## src/verilog/rv_pkg.sv

```systemverilog
package rv_pkg;

    localparam int xlen       = 32;
    localparam int reg_addr_w = 5;

    localparam logic [xlen-1:0] start_addr = 32'h0000_0000;

    // major opcode field, instr[6:0]
    localparam logic [6:0] op_lui    = 7'b0110111;
    localparam logic [6:0] op_imm    = 7'b0010011;
    localparam logic [6:0] op_reg    = 7'b0110011;
    localparam logic [6:0] op_load   = 7'b0000011;
    localparam logic [6:0] op_store  = 7'b0100011;
    localparam logic [6:0] op_branch = 7'b1100011;
    localparam logic [6:0] op_jal    = 7'b1101111;

    typedef enum logic [3:0] {
        op_nop, op_upper, op_addi, op_add,
        op_sub, op_and, op_or, op_xor,
        op_slt, op_sltu, op_lw, op_sw,
        op_beq, op_bne, op_jump
    } rv_op_e;

    typedef struct packed {
        logic [xlen-1:0] pc;
    } fd_payload_t;

    typedef struct packed {
        logic [xlen-1:0]       pc;
        rv_op_e                op;
        logic [reg_addr_w-1:0] rd;
        logic [xlen-1:0]       rs1_val;
        logic [xlen-1:0]       rs2_val;
        logic [xlen-1:0]       imm;
        logic                  writes_reg;
    } de_payload_t;

    typedef struct packed {
        rv_op_e                op;
        logic [reg_addr_w-1:0] rd;
        logic [xlen-1:0]       result;
        logic                  writes_reg;
        logic                  is_load;
    } em_payload_t;

    typedef struct packed {
        logic [reg_addr_w-1:0] rd;
        logic [xlen-1:0]       data;
        logic                  writes_reg;
    } mw_payload_t;

endpackage
```

## src/verilog/rv_fwd_if.sv

```systemverilog
`timescale 1ns/1ps

interface rv_fwd_if (
    input logic clk
);
    // producer in execute
    logic                          ex_valid;
    logic [rv_pkg::reg_addr_w-1:0] ex_rd;
    logic                          ex_is_load;
    logic [rv_pkg::xlen-1:0]       ex_result;

    // producer in memory stage, load data already merged
    logic                          ma_valid;
    logic [rv_pkg::reg_addr_w-1:0] ma_rd;
    logic [rv_pkg::xlen-1:0]       ma_data;

    modport source (
        output ex_valid, ex_rd, ex_is_load, ex_result,
        output ma_valid, ma_rd, ma_data
    );

    modport sink (
        input clk,
        input ex_valid, ex_rd, ex_is_load, ex_result,
        input ma_valid, ma_rd, ma_data
    );

endinterface

```

## src/verilog/rv_core.sv

```systemverilog
`timescale 1ns/1ps

module rv_core (
    input  logic                          clk,
    input  logic                          rst_n,
    output logic [rv_pkg::xlen-1:0]       imem_addr,
    input  logic [rv_pkg::xlen-1:0]       imem_rdata,
    output logic                          dmem_re,
    output logic                          dmem_we,
    output logic [rv_pkg::xlen-1:0]       dmem_addr,
    output logic [rv_pkg::xlen-1:0]       dmem_wdata,
    input  logic [rv_pkg::xlen-1:0]       dmem_rdata,
    output logic                          retire_valid,
    output logic [rv_pkg::reg_addr_w-1:0] retire_rd,
    output logic [rv_pkg::xlen-1:0]       retire_data
);

    rv_pkg::fd_payload_t fd_in;
    rv_pkg::fd_payload_t fd_out;
    rv_pkg::de_payload_t de_in;
    rv_pkg::de_payload_t de_out;
    rv_pkg::em_payload_t em_in;
    rv_pkg::em_payload_t em_out;
    rv_pkg::mw_payload_t mw_in;
    rv_pkg::mw_payload_t mw_out;

    logic fd_valid;
    logic de_valid;
    logic em_valid;
    logic mw_valid;

    logic                          load_stall;
    logic                          redirect;
    logic                          front_hold;
    logic                          de_flush;
    logic [rv_pkg::xlen-1:0]       target;
    logic [rv_pkg::xlen-1:0]       fetch_pc;
    rv_pkg::rv_op_e                dec_op;
    logic [rv_pkg::reg_addr_w-1:0] dec_rs1;
    logic [rv_pkg::reg_addr_w-1:0] dec_rs2;
    logic [rv_pkg::reg_addr_w-1:0] dec_rd;
    logic [rv_pkg::xlen-1:0]       dec_imm;
    logic                          dec_writes;
    logic [rv_pkg::xlen-1:0]       rs1_reg;
    logic [rv_pkg::xlen-1:0]       rs2_reg;
    logic [rv_pkg::xlen-1:0]       op_a;
    logic [rv_pkg::xlen-1:0]       op_b;
    logic [rv_pkg::xlen-1:0]       ex_result;
    logic                          ex_is_load;
    logic [rv_pkg::xlen-1:0]       ma_data;

    rv_fwd_if fwd (.clk(clk));

    // redirect wins over a load-use stall
    assign front_hold = load_stall && !redirect;
    assign de_flush   = load_stall || redirect;

    rv_fetch u_fetch (
        .clk(clk), .rst_n(rst_n), .hold(front_hold), .redirect(redirect),
        .target(target), .pc(fetch_pc), .imem_addr(imem_addr)
    );

    assign fd_in = '{pc: imem_addr};

    rv_stage_reg #(.payload_t(rv_pkg::fd_payload_t)) u_fd (
        .clk(clk), .rst_n(rst_n), .hold(front_hold), .flush(redirect),
        .in_valid(1'b1), .in_data(fd_in), .out_valid(fd_valid), .out_data(fd_out)
    );

    rv_decode u_decode (
        .instr(imem_rdata), .op(dec_op), .rs1(dec_rs1), .rs2(dec_rs2), .rd(dec_rd),
        .imm(dec_imm), .writes_reg(dec_writes)
    );

    rv_regfile u_regfile (
        .clk(clk), .rst_n(rst_n), .rs1(dec_rs1), .rs2(dec_rs2),
        .rs1_val(rs1_reg), .rs2_val(rs2_reg),
        .we(retire_valid), .wd_rd(retire_rd), .wd_data(retire_data)
    );

    rv_forward u_forward (
        .fwd(fwd.sink), .rs1(dec_rs1), .rs2(dec_rs2), .rs1_reg(rs1_reg), .rs2_reg(rs2_reg),
        .de_valid(fd_valid), .rs1_val(op_a), .rs2_val(op_b), .load_stall(load_stall)
    );

    assign de_in = '{pc: fd_out.pc, op: dec_op, rd: dec_rd, rs1_val: op_a, rs2_val: op_b,
                     imm: dec_imm, writes_reg: dec_writes};

    rv_stage_reg #(.payload_t(rv_pkg::de_payload_t)) u_de (
        .clk(clk), .rst_n(rst_n), .hold(1'b0), .flush(de_flush),
        .in_valid(fd_valid), .in_data(de_in), .out_valid(de_valid), .out_data(de_out)
    );

    rv_execute u_execute (
        .valid(de_valid), .payload(de_out), .result(ex_result), .redirect(redirect),
        .target(target), .dmem_re(dmem_re), .dmem_we(dmem_we),
        .dmem_addr(dmem_addr), .dmem_wdata(dmem_wdata)
    );

    assign ex_is_load     = de_out.op == rv_pkg::op_lw;
    assign fwd.ex_valid   = de_valid && de_out.writes_reg;
    assign fwd.ex_rd      = de_out.rd;
    assign fwd.ex_is_load = ex_is_load;
    assign fwd.ex_result  = ex_result;

    assign em_in = '{op: de_out.op, rd: de_out.rd, result: ex_result,
                     writes_reg: de_out.writes_reg, is_load: ex_is_load};

    rv_stage_reg #(.payload_t(rv_pkg::em_payload_t)) u_em (
        .clk(clk), .rst_n(rst_n), .hold(1'b0), .flush(1'b0),
        .in_valid(de_valid), .in_data(em_in), .out_valid(em_valid), .out_data(em_out)
    );

    // memory stage
    assign ma_data      = em_out.is_load ? dmem_rdata : em_out.result;
    assign fwd.ma_valid = em_valid && em_out.writes_reg;
    assign fwd.ma_rd    = em_out.rd;
    assign fwd.ma_data  = ma_data;

    assign mw_in = '{rd: em_out.rd, data: ma_data, writes_reg: em_out.writes_reg};

    rv_stage_reg #(.payload_t(rv_pkg::mw_payload_t)) u_mw (
        .clk(clk), .rst_n(rst_n), .hold(1'b0), .flush(1'b0),
        .in_valid(em_valid), .in_data(mw_in), .out_valid(mw_valid), .out_data(mw_out)
    );

    assign retire_valid = mw_valid && mw_out.writes_reg && mw_out.rd != '0;
    assign retire_rd    = mw_out.rd;
    assign retire_data  = mw_out.data;

    // instruction word on imem_rdata belongs to the pc held in fd
    fd_pc_match: assert property (@(posedge clk) disable iff (!rst_n)
        fd_valid |-> fd_out.pc == fetch_pc);

    // read data lands while its load sits in the memory stage
    load_data_align: assert property (@(posedge clk) disable iff (!rst_n)
        dmem_re |=> em_valid && em_out.op == rv_pkg::op_lw);

endmodule

```

## src/verilog/rv_stage_reg.sv

```systemverilog
`timescale 1ns/1ps

module rv_stage_reg #(
    parameter type payload_t = logic
) (
    input  logic     clk,
    input  logic     rst_n,
    input  logic     hold,
    input  logic     flush,
    input  logic     in_valid,
    input  payload_t in_data,
    output logic     out_valid,
    output payload_t out_data
);

    always_ff @(posedge clk) begin
        if (!rst_n || flush) begin
            out_valid <= 1'b0;
        end else if (!hold) begin
            out_valid <= in_valid;
        end
    end

    always_ff @(posedge clk) begin
        if (!hold) begin
            out_data <= in_data;
        end
    end

    hold_xor_flush: assert property (@(posedge clk) disable iff (!rst_n) !(hold && flush));

endmodule

```

## src/verilog/rv_execute.sv

```systemverilog
`timescale 1ns/1ps

module rv_execute (
    input  logic                    valid,
    input  rv_pkg::de_payload_t     payload,
    output logic [rv_pkg::xlen-1:0] result,
    output logic                    redirect,
    output logic [rv_pkg::xlen-1:0] target,
    output logic                    dmem_re,
    output logic                    dmem_we,
    output logic [rv_pkg::xlen-1:0] dmem_addr,
    output logic [rv_pkg::xlen-1:0] dmem_wdata
);

    logic [rv_pkg::xlen-1:0] a;
    logic [rv_pkg::xlen-1:0] b;
    logic                    taken;

    assign a = payload.rs1_val;
    assign b = payload.rs2_val;

    always_comb begin
        result = '0;
        taken  = 1'b0;
        case (payload.op)
            rv_pkg::op_upper: result = payload.imm;
            rv_pkg::op_addi,
            rv_pkg::op_lw,
            rv_pkg::op_sw:    result = a + payload.imm;
            rv_pkg::op_add:   result = a + b;
            rv_pkg::op_sub:   result = a - b;
            rv_pkg::op_and:   result = a & b;
            rv_pkg::op_or:    result = a | b;
            rv_pkg::op_xor:   result = a ^ b;
            rv_pkg::op_slt:   result = {31'b0, $signed(a) < $signed(b)};
            rv_pkg::op_sltu:  result = {31'b0, a < b};
            rv_pkg::op_beq:   taken = (a == b);
            rv_pkg::op_bne:   taken = (a != b);
            rv_pkg::op_jump: begin
                // link value
                result = payload.pc + 4;
                taken  = 1'b1;
            end
            default: result = '0;
        endcase
    end

    assign redirect = valid && taken;
    assign target   = payload.pc + payload.imm;

    assign dmem_re    = valid && payload.op == rv_pkg::op_lw;
    assign dmem_we    = valid && payload.op == rv_pkg::op_sw;
    assign dmem_addr  = result;
    assign dmem_wdata = b;

endmodule

```

## src/verilog/rv_forward.sv

```systemverilog
`timescale 1ns/1ps

module rv_forward (
    rv_fwd_if.sink                        fwd,
    input  logic [rv_pkg::reg_addr_w-1:0] rs1,
    input  logic [rv_pkg::reg_addr_w-1:0] rs2,
    input  logic [rv_pkg::xlen-1:0]       rs1_reg,
    input  logic [rv_pkg::xlen-1:0]       rs2_reg,
    input  logic                          de_valid,
    output logic [rv_pkg::xlen-1:0]       rs1_val,
    output logic [rv_pkg::xlen-1:0]       rs2_val,
    output logic                          load_stall
);

    logic rs1_ex;
    logic rs2_ex;
    logic rs1_ma;
    logic rs2_ma;

    // x0 never matches a producer
    assign rs1_ex = fwd.ex_valid && rs1 != '0 && fwd.ex_rd == rs1;
    assign rs2_ex = fwd.ex_valid && rs2 != '0 && fwd.ex_rd == rs2;
    assign rs1_ma = fwd.ma_valid && rs1 != '0 && fwd.ma_rd == rs1;
    assign rs2_ma = fwd.ma_valid && rs2 != '0 && fwd.ma_rd == rs2;

    // youngest producer first
    assign rs1_val = (rs1_ex && !fwd.ex_is_load) ? fwd.ex_result :
                     rs1_ma ? fwd.ma_data : rs1_reg;
    assign rs2_val = (rs2_ex && !fwd.ex_is_load) ? fwd.ex_result :
                     rs2_ma ? fwd.ma_data : rs2_reg;

    // load data only exists one stage later
    assign load_stall = de_valid && fwd.ex_is_load && (rs1_ex || rs2_ex);

    // the bubble must clear execute, so the retry reads the load from the memory stage
    one_bubble: assert property (@(posedge fwd.clk) load_stall |=> !load_stall);

endmodule

```

## src/verilog/rv_regfile.sv

```systemverilog
`timescale 1ns/1ps

module rv_regfile (
    input  logic                          clk,
    input  logic                          rst_n,
    input  logic [rv_pkg::reg_addr_w-1:0] rs1,
    input  logic [rv_pkg::reg_addr_w-1:0] rs2,
    output logic [rv_pkg::xlen-1:0]       rs1_val,
    output logic [rv_pkg::xlen-1:0]       rs2_val,
    input  logic                          we,
    input  logic [rv_pkg::reg_addr_w-1:0] wd_rd,
    input  logic [rv_pkg::xlen-1:0]       wd_data
);

    logic [rv_pkg::xlen-1:0] regs [32];

    always_ff @(posedge clk) begin
        if (!rst_n) begin
            for (int i = 0; i < 32; i++) begin
                regs[i] <= '0;
            end
        end else if (we && wd_rd != '0) begin
            regs[wd_rd] <= wd_data;
        end
    end

    // writeback in the same cycle passes straight to decode
    assign rs1_val = (rs1 == '0) ? '0 : (we && wd_rd == rs1) ? wd_data : regs[rs1];
    assign rs2_val = (rs2 == '0) ? '0 : (we && wd_rd == rs2) ? wd_data : regs[rs2];

endmodule

```

## src/verilog/rv_decode.sv

```systemverilog
`timescale 1ns/1ps

module rv_decode (
    input  logic [rv_pkg::xlen-1:0]       instr,
    output rv_pkg::rv_op_e                op,
    output logic [rv_pkg::reg_addr_w-1:0] rs1,
    output logic [rv_pkg::reg_addr_w-1:0] rs2,
    output logic [rv_pkg::reg_addr_w-1:0] rd,
    output logic [rv_pkg::xlen-1:0]       imm,
    output logic                          writes_reg
);

    logic [6:0] opcode;
    logic [2:0] funct3;
    logic [6:0] funct7;

    assign opcode = instr[6:0];
    assign funct3 = instr[14:12];
    assign funct7 = instr[31:25];

    assign rs1 = instr[19:15];
    assign rs2 = instr[24:20];
    assign rd  = instr[11:7];

    always_comb begin
        op  = rv_pkg::op_nop;
        imm = '0;
        case (opcode)
            rv_pkg::op_lui: begin
                op  = rv_pkg::op_upper;
                imm = {instr[31:12], 12'b0};
            end
            rv_pkg::op_imm: begin
                imm = {{20{instr[31]}}, instr[31:20]};
                if (funct3 == 3'b000) begin
                    op = rv_pkg::op_addi;
                end
            end
            rv_pkg::op_reg: begin
                case ({funct7, funct3})
                    10'b0000000_000: op = rv_pkg::op_add;
                    10'b0100000_000: op = rv_pkg::op_sub;
                    10'b0000000_010: op = rv_pkg::op_slt;
                    10'b0000000_011: op = rv_pkg::op_sltu;
                    10'b0000000_100: op = rv_pkg::op_xor;
                    10'b0000000_110: op = rv_pkg::op_or;
                    10'b0000000_111: op = rv_pkg::op_and;
                    default:         op = rv_pkg::op_nop;
                endcase
            end
            rv_pkg::op_load: begin
                imm = {{20{instr[31]}}, instr[31:20]};
                if (funct3 == 3'b010) begin
                    op = rv_pkg::op_lw;
                end
            end
            rv_pkg::op_store: begin
                imm = {{20{instr[31]}}, instr[31:25], instr[11:7]};
                if (funct3 == 3'b010) begin
                    op = rv_pkg::op_sw;
                end
            end
            rv_pkg::op_branch: begin
                imm = {{19{instr[31]}}, instr[31], instr[7], instr[30:25], instr[11:8], 1'b0};
                if (funct3 == 3'b000) begin
                    op = rv_pkg::op_beq;
                end else if (funct3 == 3'b001) begin
                    op = rv_pkg::op_bne;
                end
            end
            rv_pkg::op_jal: begin
                op  = rv_pkg::op_jump;
                imm = {{11{instr[31]}}, instr[31], instr[19:12], instr[20], instr[30:21], 1'b0};
            end
            default: begin
                op = rv_pkg::op_nop;
            end
        endcase
    end

    assign writes_reg = !(op inside {rv_pkg::op_nop, rv_pkg::op_sw, rv_pkg::op_beq,
                                     rv_pkg::op_bne});

endmodule

```

## src/verilog/rv_fetch.sv

```systemverilog
`timescale 1ns/1ps

module rv_fetch (
    input  logic                    clk,
    input  logic                    rst_n,
    input  logic                    hold,
    input  logic                    redirect,
    input  logic [rv_pkg::xlen-1:0] target,
    output logic [rv_pkg::xlen-1:0] pc,
    output logic [rv_pkg::xlen-1:0] imem_addr
);

    // set after reset and after a redirect, pc is requested again
    logic replay;

    always_comb begin
        if (redirect) begin
            imem_addr = target;
        end else if (hold || replay) begin
            imem_addr = pc;
        end else begin
            imem_addr = pc + 4;
        end
    end

    always_ff @(posedge clk) begin
        if (!rst_n) begin
            pc     <= rv_pkg::start_addr;
            replay <= 1'b1;
        end else begin
            pc     <= imem_addr;
            replay <= redirect || (replay && hold);
        end
    end

    addr_aligned: assert property (@(posedge clk) disable iff (!rst_n)
        imem_addr[1:0] == 2'b00);

endmodule

```

## config.mk

```make
export PLATFORM = sky130hd
export DESIGN_NAME = rv_core
export DESIGN_NICKNAME = d
export VERILOG_FILES = /design/src/verilog/rv_pkg.sv /design/src/verilog/rv_fwd_if.sv /design/src/verilog/rv_core.sv /design/src/verilog/rv_stage_reg.sv /design/src/verilog/rv_execute.sv /design/src/verilog/rv_forward.sv /design/src/verilog/rv_regfile.sv /design/src/verilog/rv_decode.sv /design/src/verilog/rv_fetch.sv
export SDC_FILE = /design/constraint.sdc
export NUM_CORES = 2
export LEC_CHECK = 0
export ABC_CLOCK_PERIOD_IN_PS = 5400
export BUFFER_PORTS_ARGS = -buffer_cell sky130_fd_sc_hd__buf_2
export CAP_MARGIN = 40
export CORE_ASPECT_RATIO = 0.5
export CORE_MARGIN = 3
export CORE_UTILIZATION = 50
export CTS_CLUSTER_SIZE = 28
export DETAILED_ROUTE_END_ITERATION = 8
export GPL_TIMING_DRIVEN = 1
export PLACE_DENSITY = 0.66
export SKIP_CTS_REPAIR_TIMING = 1
export SYNTH_ARGS = -nofsm -noshare
export SYNTH_HDL_FRONTEND = slang
export SYNTH_SLANG_ARGS = --single-unit
export TNS_END_PERCENT = 30
```

## constraint.sdc

```tcl
create_clock -name clk -period 5.4 [get_ports clk]
set_input_delay 0 -clock clk [delete_from_list [all_inputs] [get_ports clk]]
set_output_delay 0 -clock clk [all_outputs]
set_load 0.01 [all_outputs]
```

======== After elaboration in Yosys (flattened, before gate mapping) ========
Memory sizes are Yosys's and may differ from the RTL's.
Cells that the tools add are included.
operators by class
  add/sub/neg operators ................... 6
  multiply operators ...................... 0
  div/mod/pow operators ................... 0
  order comparisons ....................... 2
  equal/unequal tests ..................... 40
  shift operators ......................... 0
  mux-type cells .......................... 28
  bitwise logic cells ..................... 3
  reductions and logical operators ........ 46
operators by type and width
  cell                                                  number
  two-way mux 32 bit                                    12
  case mux 32 bit (10 select lines)                     1
  case mux 32 bit (5 select lines)                      1
  adder 32 bit                                          3
  adder 32 x 3 -> 32 bit, second input constant         2
  < comparator 32 bit                                   2
  case mux 4 bit (7 select lines)                       2
  equality test 4 bit, second input constant            10
  AND 32 bit                                            1
  equality test 32 bit                                  1
  != test 32 bit                                        1
  bitwise OR 32 bit                                     1
  OR reduction 32 bit                                   1
  subtractor 32 bit                                     1
  XOR 32 bit                                            1
  equality test 10 x 3 -> 1 bit, second input constant  3
  equality test 5 bit                                   6
  logical AND 1 bit                                     24
  equality test 7 x 6 -> 1 bit, second input constant   3
  equality test 10 x 2 -> 1 bit, second input constant  2
  equality test 4 x 3 -> 1 bit, second input constant   4
  two-way mux 4 bit                                     4
  nonzero test 5 bit                                    3
  equality test 7 bit, second input constant            2
  other kinds (20)                                      34
word-level totals
  bits in registers ....................... 284
  latch bits .............................. 0
  RAM bits ................................ 1024
  memory bits (read-only) ................. 0
  input port bits ......................... 66
  output and inout port bits .............. 136
  word-level logic and storage cells ...... 147
  memories kept ........................... 1
memories
  memory          depth  bits a word  rd ports  clocked after memory_dff  wr ports  RTL line          text
  u_regfile.regs  32     32           2         0                         32        rv_regfile.sv:15  logic [rv_pkg::xlen-1:0] regs [32];

======== Depth between registers and ports, before layout ========
  depth after elaboration ................. 9
  mapped depth ............................ 16
  depth with buffers taken out ............ 14

======== By module ========
Synthesis repeated with hierarchy kept, for this count alone.
unflattened totals
  cell total of the unflattened synthesis .. 5920
  area, all modules ....................... 76460.8 um^2
modules (own cells, without submodules)
  module                instances  cells each  area each (um^2)  sequential area each (um^2)
  rv_regfile            1          3744        54698.7           30749.5
  rv_execute            1          1219        8764.7            0.0
  rv_stage_reg at u_de  1          142         4190.3            4164.0
  rv_fetch              1          285         2192.1            660.6
  rv_forward            1          251         1816.7            0.0
  rv_stage_reg at u_em  1          47          1337.5            1311.3
  rv_stage_reg at u_mw  1          42          1187.4            1161.1
  rv_stage_reg at u_fd  1          36          1007.2            980.9
  rv_decode             1          109         805.8             0.0
  rv_core               1          45          460.4             0.0

======== Least setup slack after synthesis ========
OpenSTA, ideal clock, no wires.
  path type ............................... register -> register
  from .................................... register u_de.out_data[103] (netlist bit)
  to ...................................... register u_em.out_data[31] (netlist bit)
  library setup time ...................... 0.170 ns
  arrival ................................. 3.938 ns
  required time ........................... 5.230 ns
  slack ................................... 1.292 ns
  stages on the path, launching flop included .. 16
  path buffers ............................ 3
  clock period less this slack ............ 4.108 ns
  cells stage by stage .................... dfxtp_1 -> clkbuf_1 -> nand2_1 -> nor3_1 -> clkbuf_1 -> mux2_2 -> ha_1 -> clkbuf_1 -> nand4_1 -> or3_1 -> nand3b_1 -> o211ai_1 -> a41oi_1 -> and3_1 -> o21ai_0 -> nand3_1
between the ends
  word-level cells in the longest chain between the ends .. 3
  elaborated cells between the ends (all ways) .. 14
  classes of those cells .................. eq/ne (12); mux (1); reduce/logical (1)
RTL lines
  element                                                                     RTL line            text
  start, declared                                                             rv_stage_reg.sv:13  output payload_t out_data
  start signal, assigned                                                      rv_stage_reg.sv:26  out_data <= in_data;
  equality test 4 bit / equality test 4 x 2 -> 1 bit (equally long branches)  rv_execute.sv:25    case (payload.op)
  OR reduction 3 bit                                                          rv_execute.sv:25
  case mux 32 bit (10 select lines) *                                         rv_execute.sv:25
  via dmem_addr, one bit                                                      rv_core.sv:10       output logic [rv_pkg::xlen-1:0] dmem_addr,
  end signal, assigned                                                        rv_stage_reg.sv:26
  end, declared                                                               rv_stage_reg.sv:13
The timed path passes the listed nets; every way through them passes the cells marked *.
A chain may end at the register's enable or synchronous reset.

======== Worst setup path after layout ========
  from .................................... register u_de.out_data[104] (netlist bit)
  to ...................................... output port dmem_addr[24] (netlist bit)
between the ends
  word-level cells in the longest chain between the ends .. 3
  elaborated cells between the ends (all ways) .. 14
  classes of those cells .................. eq/ne (12); mux (1); reduce/logical (1)
RTL lines
  element                                                                     RTL line
  equality test 4 bit / equality test 4 x 2 -> 1 bit (equally long branches)  rv_execute.sv:25
  OR reduction 3 bit                                                          rv_execute.sv:25
  case mux 32 bit (10 select lines) *                                         rv_execute.sv:25
  end, declared                                                               rv_core.sv:10
Mark *: on every way between the ends. The rest lies on a longest branch, timed or not.

==> flow_summary.json <==
{
  "outcome": "complete, no violations",
  "viasPerCell": 6.78,
  "grt_pass1_wl_um": 381000,
  "fin_tns_setup_ns": 0,
  "ys_ff_latch": 1308,
  "ff2ff_setup_slack_ns": 0.85,
  "r2r-start": "u_de.out_data[104]$_DFF_P_",
  "rows": 99,
  "netlist_area_um2": 74000,
  "crit_start": "u_de.out_data[104]$_DFF_P_",
  "grt_setup_unrepaired": "false",
  "start_kind": "flop",
  "hpwl_um": 183000,
  "dieArea_um2": 153000,
  "path_class": "reg -> out",
  "synthArstFlopShare_pct": 0,
  "worstPathRequired_ns": 5.40,
  "finalSetupViolCount": 0,
  "area_growth_pct": 11.8,
  "vdd_ir_drop_max_uv": 295,
  "ant_nets": 0,
  "r2r_cells": 12,
  "period_share_pct": 96.5,
  "grt_overflow": 0,
  "root_buffer": "clkbuf_16",
  "netlist_instances": 5534,
  "clk_latency_ns": 0.80,
  "finalPower_mw": 24.3,
  "hold_violations": 0,
  "drt-initial-drc-count": 7738,
  "portBuffers": 201,
  "start_util_pct": 50.6,
  "grt_max_degree": 103,
  "hold_ws_ns": 0.0128,
  "post-route-util_pct": 56.5,
  "io_pins": 202,
  "wl_per_cell_um": 35.5,
  "r2r-end": "u_de.out_data[88]$_DFF_P_",
  "grt_util_all_layers_pct": 35.1,
  "p_leak_nw": 30.9,
  "synth.distinct_cells": 89,
  "hold_path_class": "in -> reg",
  "path_max_fanout": 33,
  "worstSetupEndpoint": "dmem_addr[24]",
  "power_density_nw_per_um2": 294,
  "yosysSeqAreaShare_pct": 49.7,
  "tightest_slew_ns": 1.02,
  "clk_path_buf_depth": 3,
  "cap_viol_max_count": 0,
  "die_x_um": 550,
  "globalplace.congestion": 0.987,
  "vias": 52200,
  "cts_made_buffers": 117,
  "maxSlewViolCount": 0,
  "syn_area_per_cell_um2": 13.4,
  "synth_edf_count": 1056,
  "antenna_found_initial": 34,
  "fill_cells": 11700,
  "grt_pass1_vias": 50800,
  "cp-end-kind": "output pin",
  "synth_warnings": 0,
  "fin_area_um2": 82700,
  "core_region_area_um2": 146000,
  "placed_area_um2": 77800,
  "clk_pin_slew_ns": 0.07,
  "clock-sinks": 1308,
  "cts_tree": "yes",
  "fmax_mhz": 192,
  "layout.nets": 5847,
  "worst_clock_skew_ns": 0.0748,
  "drive_gt1_share_pct": 24.8,
  "finalCriticalPeriod_ns": 5.21,
  "finalWirelength_um": 273000,
  "ys.flop_type": "edfxtp_1",
  "max_slew_margin_pct": 31.8,
  "drc_errors": 0,
  "die_h_um": 278,
  "arrival_ns": 5.21,
  "drt-pass1-iter-count": 6,
  "cts.htree.levels": 3
}
## flip-flops by register name (all words and copies together), names as in the netlist
| name | flops |
|---|---|
| u_de.out_data | 138 |
| u_de.out_valid | 1 |
| u_em.out_data | 39 |
| u_em.out_valid | 1 |
| u_fd.out_data | 32 |
| u_fd.out_valid | 1 |
| u_fetch.pc | 32 |
| u_fetch.replay | 1 |
| u_mw.out_data | 38 |
| u_mw.out_valid | 1 |
| u_regfile.regs | 1024 |
## layer usage
| metal | GRT usage [%] | routed length, um | up-vias |
|---|---|---|---|
| met3 | 11.7 | 36900 | 623 |
| met4 | 14.5 | 13400 | 16 |
| li1 | - | - | 21100 |
| met1 | 47.7 | 103000 | 26700 |
| met5 | 0 | 102 | - |
| met2 | 52.2 | 120000 | 3761 |
## critical path: stages, from the launching register on
cell and delay [ns]:
dfxtp_1 0.47, nor3_2 0.31, buf_12 0.29, mux2_2 0.36, ha_1 0.44, a21oi_1 0.32, o21a_1 0.26, a21oi_1 0.09
a31o_2 0.23, a221o_1 0.36, a221oi_1 0.76, nand2_1 0.29, buf_2 0.22
## where the power goes
group	total [mW]	internal, mW	switching (mW)
Sequential	11.6	11.2	0.329
Combinational	3.59	1.40	2.19
Clock	9.12	5.05	4.08
## cells in the mapped netlist, types with 13 or more instances
master        n  area (um^2)
a2111oi_0    17          149
a211oi_1     39          293
a21o_1       43          323
a21oi_1     158          791
a221o_1      22          220
a22o_1       17          149
a22oi_1      23          173
a2bb2oi_1    24          210
a31oi_1      30          188
and2_1     1027         6420
and3_1       23          144
buf_1        32          120
buf_2        72          360
buf_4        70          526
clkbuf_1    367         1380
dfxtp_1     252         5040
edfxtp_1   1056        31700
ha_1        165         2060
inv_1       146          548
mux2_2       77          867
mux2i_1      57          571
mux4_2      640        14400
nand2_1     168          631
nand2b_1     43          269
nand3_1      60          300
nand4_1      51          319
nor2_1      153          574
nor2b_1      53          332
nor3_1       44          220
nor4_1       31          194
o211ai_1     21          158
o21a_1       16          120
o21ai_0     136          681
o21ai_1      13         65.1
o221ai_1     27          236
or3_1        15         93.8
xnor2_1      98          858
xor2_1       46          403
## cell usage in the layout, fill, tap and decap left out, drive strengths merged, types with 15 or more instances in the layout
| cell | Yosys | final |
|---|---|---|
| mux4 | 640 | 640 |
| or3 | 15 | 15 |
| nor4 | 37 | 37 |
| nand4 | 52 | 52 |
| o221ai | 27 | 27 |
| a2bb2oi | 24 | 24 |
| and2 | 1027 | 1027 |
| a21o | 43 | 43 |
| a22o | 17 | 17 |
| ha | 165 | 165 |
| o211ai | 21 | 21 |
| a2111oi | 18 | 18 |
| mux2 | 77 | 77 |
| a211oi | 40 | 40 |
| dfxtp | 252 | 252 |
| conb | 1 | 32 |
| a221o | 22 | 22 |
| clkbuf | 367 | 143 |
| clkinv | 2 | 54 |
| mux2i | 57 | 57 |
| dlygate4sd3 | 0 | 74 |
| inv | 146 | 148 |
| a21oi | 158 | 158 |
| xnor2 | 98 | 98 |
| nand3 | 60 | 60 |
| nor2b | 53 | 53 |
| bufinv | 0 | 20 |
| o21ai | 150 | 150 |
| xor2 | 46 | 46 |
| a22oi | 23 | 23 |
| nand2b | 43 | 43 |
| buf | 178 | 397 |
| a31oi | 30 | 30 |
| nor3 | 52 | 52 |
| edfxtp | 1056 | 1056 |
| o21a | 16 | 16 |
| nor2 | 155 | 155 |
| nand2 | 168 | 168 |
| and3 | 23 | 23 |
## logic make-up (layout without fill, tap and decap cells)
family                     count (synthesis)  in the layout  synth area share, %
AOI/OAI and AO/OA                        713            713                 6.57
other                                      1             41              0.00507
xor gates and xnor gates                 144            144                 1.71
muxes                                    774            774                 21.4
buffers and inverters                    693            843                 4.04
adders and majority gates                168            168                 2.87
and+or+nand+nor                         1733           1733                 13.7
DFF                                     1308           1308                 49.7
## worst min path at each step
stage	end	slack, ns	cells past startpoint	startpoint
final	u_de.out_data[22]$_DFF_P_	0.01	3	imem_rdata[21]
after global routing	u_de.out_data[98]$_DFF_P_	0.0002	2	imem_rdata[8]
after global placement	u_de.out_data[97]$_DFF_P_	0.15	1	imem_rdata[7]
after detailed placement	u_de.out_data[97]$_DFF_P_	0.14	1	imem_rdata[7]
after floorplan	u_de.out_data[100]$_DFF_P_	0.03	0	imem_rdata[10]
after CTS	u_de.out_data[97]$_DFF_P_	-0.66	1	imem_rdata[7]
## final cells by class
type / count / area, um^2 / share of cell area, %
inverters: 148 / 561 / 0.678
well taps: 1969 / 2460 / 2.98
flip-flops and latches: 1308 / 36800 / 44.5
clock inverters: 79 / 1020 / 1.23
repair buffers: 474 / 3890 / 4.70
multi-input cells: 3564 / 34900 / 42.2
diodes: 9 / 22.5 / 0.0272
clock buffers: 142 / 3080 / 3.73
## through the flow
stage                     setup slack (ns)  instances
after global routing                 0.105       7684
after CTS                          -0.0352       7607
after detailed placement             0.815       7386
after floorplan                       1.29       5565
final                                0.188       7693
after global placement               0.794       7342
Power figures use the tool's default switching activity.
